### config.mk
export PLATFORM = sky130hd
export DESIGN_NAME = axil_addr_decoder
export DESIGN_NICKNAME = d
export VERILOG_FILES = /design/src/design/axil_mem_pkg.sv /design/src/design/axil_addr_decoder.sv
export SDC_FILE = /design/constraint.sdc
export NUM_CORES = 1
export LEC_CHECK = 0
export ABC_AREA = 0
export BUFFER_PORTS_ARGS = -buffer_cell sky130_fd_sc_hd__clkbuf_2
export CAP_MARGIN = 20
export CORE_AREA = 2 2 87 89
export CTS_CLUSTER_SIZE = 24
export DETAILED_ROUTE_END_ITERATION = 8
export DIE_AREA = 0 0 89 91
export PLACE_DENSITY_LB_ADDON = 0.2
export SLEW_MARGIN = 10
export SYNTH_ARGS = -nofsm -noshare
export SYNTH_HDL_FRONTEND = slang
export SYNTH_SLANG_ARGS = --single-unit
### constraint.sdc
create_clock -name clk -period 1.6 [get_ports clk]
set_clock_uncertainty 0.2 [all_clocks]
set_input_delay 0 -clock clk [delete_from_list [all_inputs] [get_ports clk]]
set_output_delay 0 -clock clk [all_outputs]
set_load 0.02 [all_outputs]
### src/design/axil_mem_pkg.sv
// scratch ram subsystem shared definitions
// bus widths, response codes and the ram window size

package axil_mem_pkg;

   // external axi4-lite bus
   parameter int AXIL_ADDR_WIDTH = 16;
   parameter int AXIL_DATA_WIDTH = 32;

   // one strobe per data byte
   parameter int AXIL_STRB_WIDTH = AXIL_DATA_WIDTH / 8;

   // response encoding, as on the bus
   typedef logic [1:0] resp_t;

   // normal completion
   parameter resp_t RESP_OKAY = 2'b00;

   // no slave at this address
   parameter resp_t RESP_DECERR = 2'b11;

   // ram window, byte addressed
   // 12 bits gives 4 KiB from address 0
   parameter int RAM_ADDR_WIDTH = 12;

endpackage

### src/design/axil_addr_decoder.sv
`timescale 1ns/1ps

// axi4-lite address decoder in front of the scratch ram
// in-window requests pass to the ram port, others get a local decode error
// an owner flag per channel steers the pending response back

module axil_addr_decoder #(
   parameter int ADDR_WIDTH = 12
) (
   input  logic                                     clk,
   input  logic                                     rst,

   // upstream slave port, from the external master
   input  logic [axil_mem_pkg::AXIL_ADDR_WIDTH-1:0] s_awaddr,
   input  logic                                     s_awvalid,
   output logic                                     s_awready,
   input  logic [axil_mem_pkg::AXIL_DATA_WIDTH-1:0] s_wdata,
   input  logic [axil_mem_pkg::AXIL_STRB_WIDTH-1:0] s_wstrb,
   input  logic                                     s_wvalid,
   output logic                                     s_wready,
   output axil_mem_pkg::resp_t                      s_bresp,
   output logic                                     s_bvalid,
   input  logic                                     s_bready,
   input  logic [axil_mem_pkg::AXIL_ADDR_WIDTH-1:0] s_araddr,
   input  logic                                     s_arvalid,
   output logic                                     s_arready,
   output logic [axil_mem_pkg::AXIL_DATA_WIDTH-1:0] s_rdata,
   output axil_mem_pkg::resp_t                      s_rresp,
   output logic                                     s_rvalid,
   input  logic                                     s_rready,

   // downstream master port, to the ram
   output logic [ADDR_WIDTH-1:0]                    m_awaddr,
   output logic                                     m_awvalid,
   input  logic                                     m_awready,
   output logic [axil_mem_pkg::AXIL_DATA_WIDTH-1:0] m_wdata,
   output logic [axil_mem_pkg::AXIL_STRB_WIDTH-1:0] m_wstrb,
   output logic                                     m_wvalid,
   input  logic                                     m_wready,
   input  axil_mem_pkg::resp_t                      m_bresp,
   input  logic                                     m_bvalid,
   output logic                                     m_bready,
   output logic [ADDR_WIDTH-1:0]                    m_araddr,
   output logic                                     m_arvalid,
   input  logic                                     m_arready,
   input  logic [axil_mem_pkg::AXIL_DATA_WIDTH-1:0] m_rdata,
   input  axil_mem_pkg::resp_t                      m_rresp,
   input  logic                                     m_rvalid,
   output logic                                     m_rready
);
   import axil_mem_pkg::*;

   logic aw_hit;
   logic ar_hit;

   // write side
   logic wr_req;
   logic wr_free;
   logic wr_owner_loc;
   logic loc_wr_ready;
   logic loc_bvalid;
   logic loc_wr_start;

   // read side
   logic rd_free;
   logic rd_owner_loc;
   logic loc_arready;
   logic loc_rvalid;
   logic loc_rd_start;

   // hit when nothing is set above the window
   assign aw_hit = (s_awaddr >> ADDR_WIDTH) == '0;
   assign ar_hit = (s_araddr >> ADDR_WIDTH) == '0;

   assign wr_req  = s_awvalid && s_wvalid;
   assign wr_free = !s_bvalid || s_bready;
   assign rd_free = !s_rvalid || s_rready;

   // address truncated to the window, payload passes as is
   assign m_awaddr = s_awaddr[ADDR_WIDTH-1:0];
   assign m_araddr = s_araddr[ADDR_WIDTH-1:0];
   assign m_wdata  = s_wdata;
   assign m_wstrb  = s_wstrb;

   // hold hits off the ram while a decerr is still waiting
   assign m_awvalid = s_awvalid && aw_hit && !(loc_bvalid && !s_bready);
   assign m_wvalid  = s_wvalid && aw_hit && !(loc_bvalid && !s_bready);
   assign m_arvalid = s_arvalid && ar_hit && !(loc_rvalid && !s_rready);

   // local miss handling mirrors the ram timing
   assign loc_wr_start = wr_req && !aw_hit && !loc_wr_ready && wr_free;
   assign loc_rd_start = s_arvalid && !ar_hit && !loc_arready && rd_free;

   // return path steered by owner
   assign s_awready = wr_owner_loc ? loc_wr_ready : m_awready;
   assign s_wready  = wr_owner_loc ? loc_wr_ready : m_wready;
   assign s_bvalid  = wr_owner_loc ? loc_bvalid : m_bvalid;
   assign s_bresp   = wr_owner_loc ? RESP_DECERR : m_bresp;
   assign m_bready  = s_bready && !wr_owner_loc;

   assign s_arready = rd_owner_loc ? loc_arready : m_arready;
   assign s_rvalid  = rd_owner_loc ? loc_rvalid : m_rvalid;
   assign s_rresp   = rd_owner_loc ? RESP_DECERR : m_rresp;
   assign s_rdata   = rd_owner_loc ? '0 : m_rdata;
   assign m_rready  = s_rready && !rd_owner_loc;

   always_ff @(posedge clk) begin
      if (rst) begin
         wr_owner_loc <= 1'b0;
         loc_wr_ready <= 1'b0;
         loc_bvalid   <= 1'b0;
      end else begin
         loc_wr_ready <= loc_wr_start;
         loc_bvalid   <= loc_wr_start || (loc_bvalid && !s_bready);
         // owner moves only once b is clear, so the old response routes home
         if (wr_req && wr_free) begin
            wr_owner_loc <= !aw_hit;
         end
      end
   end

   always_ff @(posedge clk) begin
      if (rst) begin
         rd_owner_loc <= 1'b0;
         loc_arready  <= 1'b0;
         loc_rvalid   <= 1'b0;
      end else begin
         loc_arready <= loc_rd_start;
         loc_rvalid  <= loc_rd_start || (loc_rvalid && !s_rready);
         if (s_arvalid && rd_free) begin
            rd_owner_loc <= !ar_hit;
         end
      end
   end

endmodule

== Word level (Yosys, flattened, before mapping) ==
Index checks and enable logic that the tools add are counted.
Operators by class
  muxes and demuxes: 8
  reductions and logical operators: 37
Operator list (number)
  $logic_not 16->1: 2
  $mux 32: 1
  $logic_and 1x1->1: 19
  $logic_not 1->1: 12
  $mux 1: 5
  $logic_or 1x1->1: 4
  $mux 2: 2
Storage, ports and cells
  register bits: 6
  input port bits: 116

== Depth between registers and ports, before layout ==
Gate-level depths: netlist of the first run.
  depth in word-level cells: 6
  mapped depth: 3
  gate-level depth less buffers: 3

== Worst setup path before layout of the first run ==
Ideal clock, no wire load.
  path kind: reg2reg
  start point: reg wr_owner_loc
  end point: reg loc_bvalid
  setup time: 0.096 ns
  arrival: 0.975 ns
  slack: 0.329 ns
  stages on the path, launching flop included: 4
  period minus slack after synthesis: 1.271 ns
  cells stage by stage: dfxtp_1 mux2i_1 o211ai_1 o41ai_2
Between the ends
  cells in the longest elaborated chain, start to end: 5
Ends and longest elaborated chain
  start, declared: RTL line axil_addr_decoder.sv:59  | logic wr_owner_loc;
  start signal, assigned: RTL line axil_addr_decoder.sv:117  | wr_owner_loc <= !aw_hit;
  $mux 1: RTL line axil_addr_decoder.sv:97  | assign s_bvalid = wr_owner_loc ? loc_bvalid : m_bvalid;
  $logic_not 1->1: RTL line axil_addr_decoder.sv:76  | assign wr_free = !s_bvalid || s_bready;
  $logic_or 1x1->1: RTL line axil_addr_decoder.sv:76
  $logic_and 1x1->1: RTL line axil_addr_decoder.sv:91  | assign loc_wr_start = wr_req && !aw_hit && !loc_wr_ready && wr_free;
  $logic_or 1x1->1: RTL line axil_addr_decoder.sv:114  | loc_bvalid <= loc_wr_start || (loc_bvalid && !s_bready);
  end signal, assigned: RTL line axil_addr_decoder.sv:114
  end, declared: RTL line axil_addr_decoder.sv:61  | logic loc_bvalid;
Every way passes these cells.
A chain may end at the register's enable or synchronous reset.

== Final worst setup path of the first run ==
  start point: reg rd_owner_loc
  end point: out s_arready
Between the ends
  cells in the longest elaborated chain, start to end: 1
Ends and longest elaborated chain
  start, declared: RTL line axil_addr_decoder.sv:66  | logic rd_owner_loc;
  start signal, assigned: RTL line axil_addr_decoder.sv:131  | rd_owner_loc <= !ar_hit;
  $mux 1: RTL line axil_addr_decoder.sv:101  | assign s_arready = rd_owner_loc ? loc_arready : m_arready;
  end, declared: RTL line axil_addr_decoder.sv:26  | output logic s_arready,
Every way passes these cells.

==> summary.txt, run 1 <==
Global route
  • Grt ovf: 0
  • Initial antenna violation count: 0
  • Vias in the first global route: 1160
  • First-pass GRT wire length: 5270 um
  • GRT Total Usage: 7.84%
  • Largest net degree at the start of global routing: 38

Synthesis
  • Distinct cells, synth: 29
  • Synth Register Bits: 6
  • Mean Syn Cell Area: 7.68 sq um
  • Warning count from the yosys run: 0
  • Post-Synthesis Cells: 141
  • Syn Nets: 257
  • Mapped cell area: 0.00108 sq mm
  • Share of the synthesized area in the top cell type: 41.6%
  • Seq/Total Area, Yosys: 11.1%
  • Synth top area cells: buf_4, nor2b_1, dfxtp_1
  • Yosys top cell by area: buf_4

Timing
  • Post-route setup TNS: 0 ns
  • Worst hold slack: 0.00708 ns
  • Fmax: 659 MHz
  • Fin. max-slew vios: 0
  • Setup ws final: 0.0821 ns
  • Tcrit/Tclk final: 94.9%
  • Tmin final: 1.52 ns
  • Final hold vios: 0
  • RSZ-0062 raised after global routing: no
  • Worst slew pin tran: 0.377 ns
  • Worst rel slew slack: 74.6%
  • Final setup viols: 0

Routing
  • Final WL: 3780 um
  • First-pass iteration count of the detailed router: 4
  • Post-route ant nets: 0
  • Via/cell ratio: 3.63
  • DR iter-0 viols: 24
  • Via Count: 1266
  • Drt drc: 0
  • Drt wl/cell: 10.8 um

Worst setup path
  • CP max stage cell: dfxtp_1
  • Crit-path max cell delay: 0.38 ns
  • Setup CP Type: flop to primary output
  • Worst-path maximum fanout: 37
  • Crit path cell chain: buf_12 -> mux2_2 -> clkbuf_2
  • Crit. End Element: primary output
  • Critical path launch point type: flop
  • CP Data Required Time: 1.40 ns
  • Data arrival, critical path: 1.32 ns

Placed design
  • DP Worst Slack: 0.184 ns
  • # placed instances: 278
  • Placed instance area: 0.00126 sq mm
  • Final estimated routing congestion in global placement: 0.769
  • I/O Buffers: 101
  • HPWL Detailed: 2530 um

Power and ir drop
  • Worst IR drop on VDD: 231 uV
  • Leakage power: 0.989 nW
  • Power per cell area: 519 mW/mm^2
  • Pwr Total: 1.03 mW

Clock network
  • Clk root buf: clkbuf_8
  • CTS Buffer Depth: 2
  • H-tree depth: 1
  • TritonCTS buffer count: 3
  • CTS tree: built
  • Post-CTS Resized: 0
  • Reg clk slew, reported paths: 0.04 ns
  • Clk_lat worst skew: 0.22 ns
  • # clock sinks: 6

Cells and area
  • Most common cell after layout, fill and taps aside: clkbuf_2
  • Most frequent cells in the layout: clkbuf_2, dlygate4sd3_1, nor2b_1
  • Fillers: 813
  • Final Util: 27.8%
  • Post-layout nets: 368
  • Post-route cell area: 0.00199 sq mm
  • Layout cells sized above 1: 46.8%
  • P&R area growth vs syn: 83.6%
  • Post-route non-filler standard cell count: 349
  • N_diodes: 0

Die
  • I/O pins: 222
  • Die area: 0.00810 sq mm
  • Starting density of the core: 15.2%
  • # rows: 31
  • Die X: 89 um
  • DIE HEIGHT: 91 um
  • Core ar.: 0.00714 sq mm

Run status
  • Status: finished clean

Min path
  • Class of the worst hold path: input pin to flop

Run
  • # Max-Cap Violations: 0
-- cells in the mapped netlist, drive strengths merged --
cell type / instances
inv: 4
o21ai: 2
nor2: 2
nor3b: 1
dfxtp: 6
clkbuf: 1
o41ai: 1
or4b: 1
a31oi: 1
a21oi: 1
nor4: 3
nor3: 1
and3: 3
mux2i: 2
o2111a: 1
o211ai: 2
nor2b: 34
mux2: 1
nand2b: 4
nand2: 1
or2: 5
buf: 63
o22ai: 1
-- state kept, by name, indices dropped and copies added, names as in the netlist --
register      count
loc_arready       1
loc_bvalid        1
loc_rvalid        1
loc_wr_ready      1
rd_owner_loc      1
wr_owner_loc      1
-- final cells by class --
type	instances	area, sq um	area share, %
repair buffers	170	1210	60.7
flip-flops and latches	6	120	6.05
multi-input cells	67	480	24.2
clock buffers	3	41.3	2.08
well taps	99	124	6.23
inverters	4	15.0	0.756
-- path summary, 6_finish.rpt --
kind / slack (ns) / depth (start not counted) / end / start
worst max-delay path: 0.08 / 3 / s_arready / rd_owner_loc
worst min-delay path: 0.007 / 3 / loc_bvalid / s_awaddr[14]
worst max register to register: 0.17 / 3 / loc_bvalid / wr_owner_loc
worst min register to register: 0.29 / 1 / loc_wr_ready / loc_wr_ready
-- worst max-delay path, delay by kind of cell (launching register included) --
family / cells / cell delay (ns)
muxes: 1 / 0.35
DFF: 1 / 0.38
buffers and inverters: 2 / 0.36
-- cell families (layout without fill, tap and decap cells) --
logic type,Yosys count,after routing,synth area share (%)
buffers and inverters,68,177,44.5
AND/OR/NAND/NOR,55,55,34.5
AO/OA/AOI/OAI,9,9,7.05
flip-flops,6,6,11.1
multiplexers,3,3,2.89
-- what timing repair did --
item                                   4_1_cts  5_1_grt
endpoints found under the hold margin       66        0
buffers inserted                             0        0
hold buffers                                68        0
-- per-layer routing --
layer	up-vias	track usage, %	part of all wire, %
li1	609	-	-
met1	565	9.13	36
met2	92	14.7	55
met3	0	1.36	9.0
met4	0	1.37	0
met5	-	0	0
-- where the power goes --
| part | switching [mW] | leakage, nW | internal [mW] | total [mW] |
|---|---|---|---|---|
| sequential | 0.00909 | 0.0495 | 0.160 | 0.170 |
| clock | 0.0655 | 0.0216 | 0.162 | 0.227 |
| combinational | 0.358 | 0.917 | 0.276 | 0.634 |
| total | 0.433 | 0.989 | 0.598 | 1.03 |
No activity file was read; power rests on OpenSTA's default activity.
==> run 2: changes to the inputs <==
- clock period: 1.6 -> 1.74 ns (I/O delays scaled with it)
==> run 2 against run 1 <==
The flow now finishes with violations (hold timing). Global-route usage shrank 0.093 points. Count of clock-buffer cells in the layout is the same. Die area is the same. Critical path depth grew 3. Sequential share of layout area is essentially flat. Combinational power shrank 8.0%. Worst hold slack lost 0.0087 ns. Final area shrank 0.25%. Total power shrank 8.5%. Sequential power shrank 9%. Largest power group unchanged.
==> summary.txt, run 2 (synthesized netlist as in run 1, its figures left out) <==
Clock network
  • CTS Buffer Depth: 2 (unchanged)
  • TritonCTS buffer count: 3 (unchanged)
  • Reg clk slew, reported paths: 0.04 ns (about the same)
  • H-tree depth: 1 (unchanged)
  • Clk root buf: clkbuf_8 (unchanged)
  • # clock sinks: 6 (unchanged)
  • CTS tree: built (unchanged)
  • Clk_lat worst skew: 0.22 ns (about the same)

Timing
  • Tcrit/Tclk final: 94.0%
  • Post-route setup TNS: 0 ns (unchanged)
  • Worst rel slew slack: 75.9% (was 74.6%)
  • RSZ-0062 raised after global routing: no (unchanged)
  • Fin. max-slew vios: 0 (unchanged)
  • Final hold vios: 1 (was 0)
  • Worst slew pin tran: 0.359 ns (was 0.377 ns)
  • Tmin final: 1.64 ns
  • Fmax: 611 MHz
  • Worst hold slack: -0.00161 ns (was 0.00708 ns)
  • Final setup viols: 0 (unchanged)

Routing
  • First-pass iteration count of the detailed router: 3 (was 4)
  • Drt drc: 0 (unchanged)
  • Post-route ant nets: 0 (unchanged)
  • Routed met2 length: 2090 um (was 2080 um)
  • Met1 wire length: 1280 um (was 1360 um)
  • Via/cell ratio: 3.59 (was 3.63)
  • Metal3 WL: 344 um (was 339 um)
  • Via Count: 1256 (was 1266)
  • Drt wl/cell: 10.7 um (was 10.8 um)
  • DR iter-0 viols: 9 (was 24)
  • Highest routed layer: met4 (was met3)
  • Final WL: 3740 um (was 3780 um)

Die
  • I/O pins: 222 (unchanged)
  • Starting density of the core: 15.2% (unchanged)
  • Die X: 89 um (unchanged)
  • Core ar.: 0.00714 sq mm (unchanged)
  • Die area: 0.00810 sq mm (unchanged)
  • DIE HEIGHT: 91 um (unchanged)
  • # rows: 31 (unchanged)

Global route
  • Largest net degree at the start of global routing: 21 (was 38)
  • GRT Total Usage: 7.75% (was 7.84%)
  • Vias in the first global route: 1162 (was 1160)
  • Initial antenna violation count: 0 (unchanged)
  • Grt ovf: 0 (unchanged)
  • First-pass GRT wire length: 5170 um (was 5270 um)

Cells and area
  • Post-layout nets: 369 (was 368)
  • N_diodes: 0 (unchanged)
  • P&R area growth vs syn: 83.1% (was 83.6%)
  • Most frequent cells in the layout: clkbuf_2, dlygate4sd3_1, nor2b_1 (unchanged)
  • Layout cells sized above 1: 47.0% (was 46.8%)
  • Most common cell after layout, fill and taps aside: clkbuf_2 (unchanged)

Power and ir drop
  • Leakage power: 0.988 nW (was 0.989 nW)
  • Power per cell area: 476 mW/mm^2 (was 519 mW/mm^2)
  • Pwr Total: 0.943 mW (was 1.03 mW)
  • Worst IR drop on VDD: 119 uV (was 231 uV)

Worst setup path
  • CP delay by family, top: buffers and inverters (was flip-flops)
  • Crit path cell chain: dlygate4sd3_1 -> clkbuf_2 -> nand2b_1 -> a21oi_1 -> dlygate4sd3_1 -> nor3b_1 (was buf_12 -> mux2_2 -> clkbuf_2)
  • Crit-path max cell delay: 0.56 ns (was 0.38 ns)
  • Critical path launch point type: input pin (was flop)
  • Crit. End Element: flop (was primary output)
  • Setup CP Type: input pin to flop (was flop to primary output)
  • CP Data Required Time: 1.64 ns (was 1.40 ns)
  • CP max stage cell: dlygate4sd3_1 (was dfxtp_1)
  • Data arrival, critical path: 1.54 ns (was 1.32 ns)
  • Bufs and invs on worst path: 3 (was 2)
  • Worst-path maximum fanout: 5 (was 37)
  • Cell mode on critical path: dlygate4sd3_1

Run status
  • Status: complete, but fails checks (was finished clean)
  • Failing checks: hold timing

Placed design
  • HPWL Detailed: 2530 um (about the same)
  • Final estimated routing congestion in global placement: 0.750 (was 0.769)
  • I/O Buffers: 101 (unchanged)

Min path
  • Class of the worst hold path: input pin to flop (unchanged)

Run
  • # Max-Cap Violations: 0 (unchanged)
[run 2: cell count changes in the layout (fill, tap and decap cells not counted)]
cell and delta:
buf_4 +2, buf_12 -1
[run 2: cell type report]
type	instances	area [sq um]
multi-input combinational	67	480
timing repair buffer	171	1200
fill	815	5150
tap	99	124
sequential	6	120
clock buffer	3	41.3
inverter	4	15.0
[run 2: final timing paths]
check	startpoint	to	slack, ns	cells after the start
hold / removal	s_awaddr[13]	wr_owner_loc	-0.002	4
setup / recovery	s_rready	rd_owner_loc	0.10	6
setup reg to reg	rd_owner_loc	rd_owner_loc	0.12	4
hold reg to reg	loc_wr_ready	loc_wr_ready	0.28	1
[run 2: per-layer routing]
metal  vias to the layer above  GRT usage, %
li1                        611             -
met1                       549          8.36
met2                        94          15.1
met3                         2          1.64
met4                         0          1.37
met5                         -             0
[run 2: stage by stage]
stage	utilization, %	std cells	hold WS [ns]	worst slack [ns]	cell area [sq um]
final	27.8	350	-0.00161	0.104	1980
after global routing	27.8	350	0.0267	0.0113	1980
after CTS	27.8	350	0.00366	0.105	1980
after detailed placement	17.7	279	-0.200	0.359	1260
after global placement	17.7	279	-0.200	0.368	1260
after floorplan	-	141	-0.130	0.469	1080
[run 2: timing repair]
action	in CTS	in global routing
buffers inserted	0	0
hold buffers	68	0
hold endpoints to repair	66	0
gates resized for setup	0	0
[run 2: report_power, final]
part	internal (mW)	switching [mW]
clock network	0.148	0.0571
logic	0.253	0.329
registers	0.148	0.00736
[run 2: worst register-to-register path, cell delays in order (launching register included)]
cell and delay, ns:
dfxtp_1 0.33, buf_4 0.22, a21oi_1 0.06, dlygate4sd3_1 0.56, nor3b_1 0.17
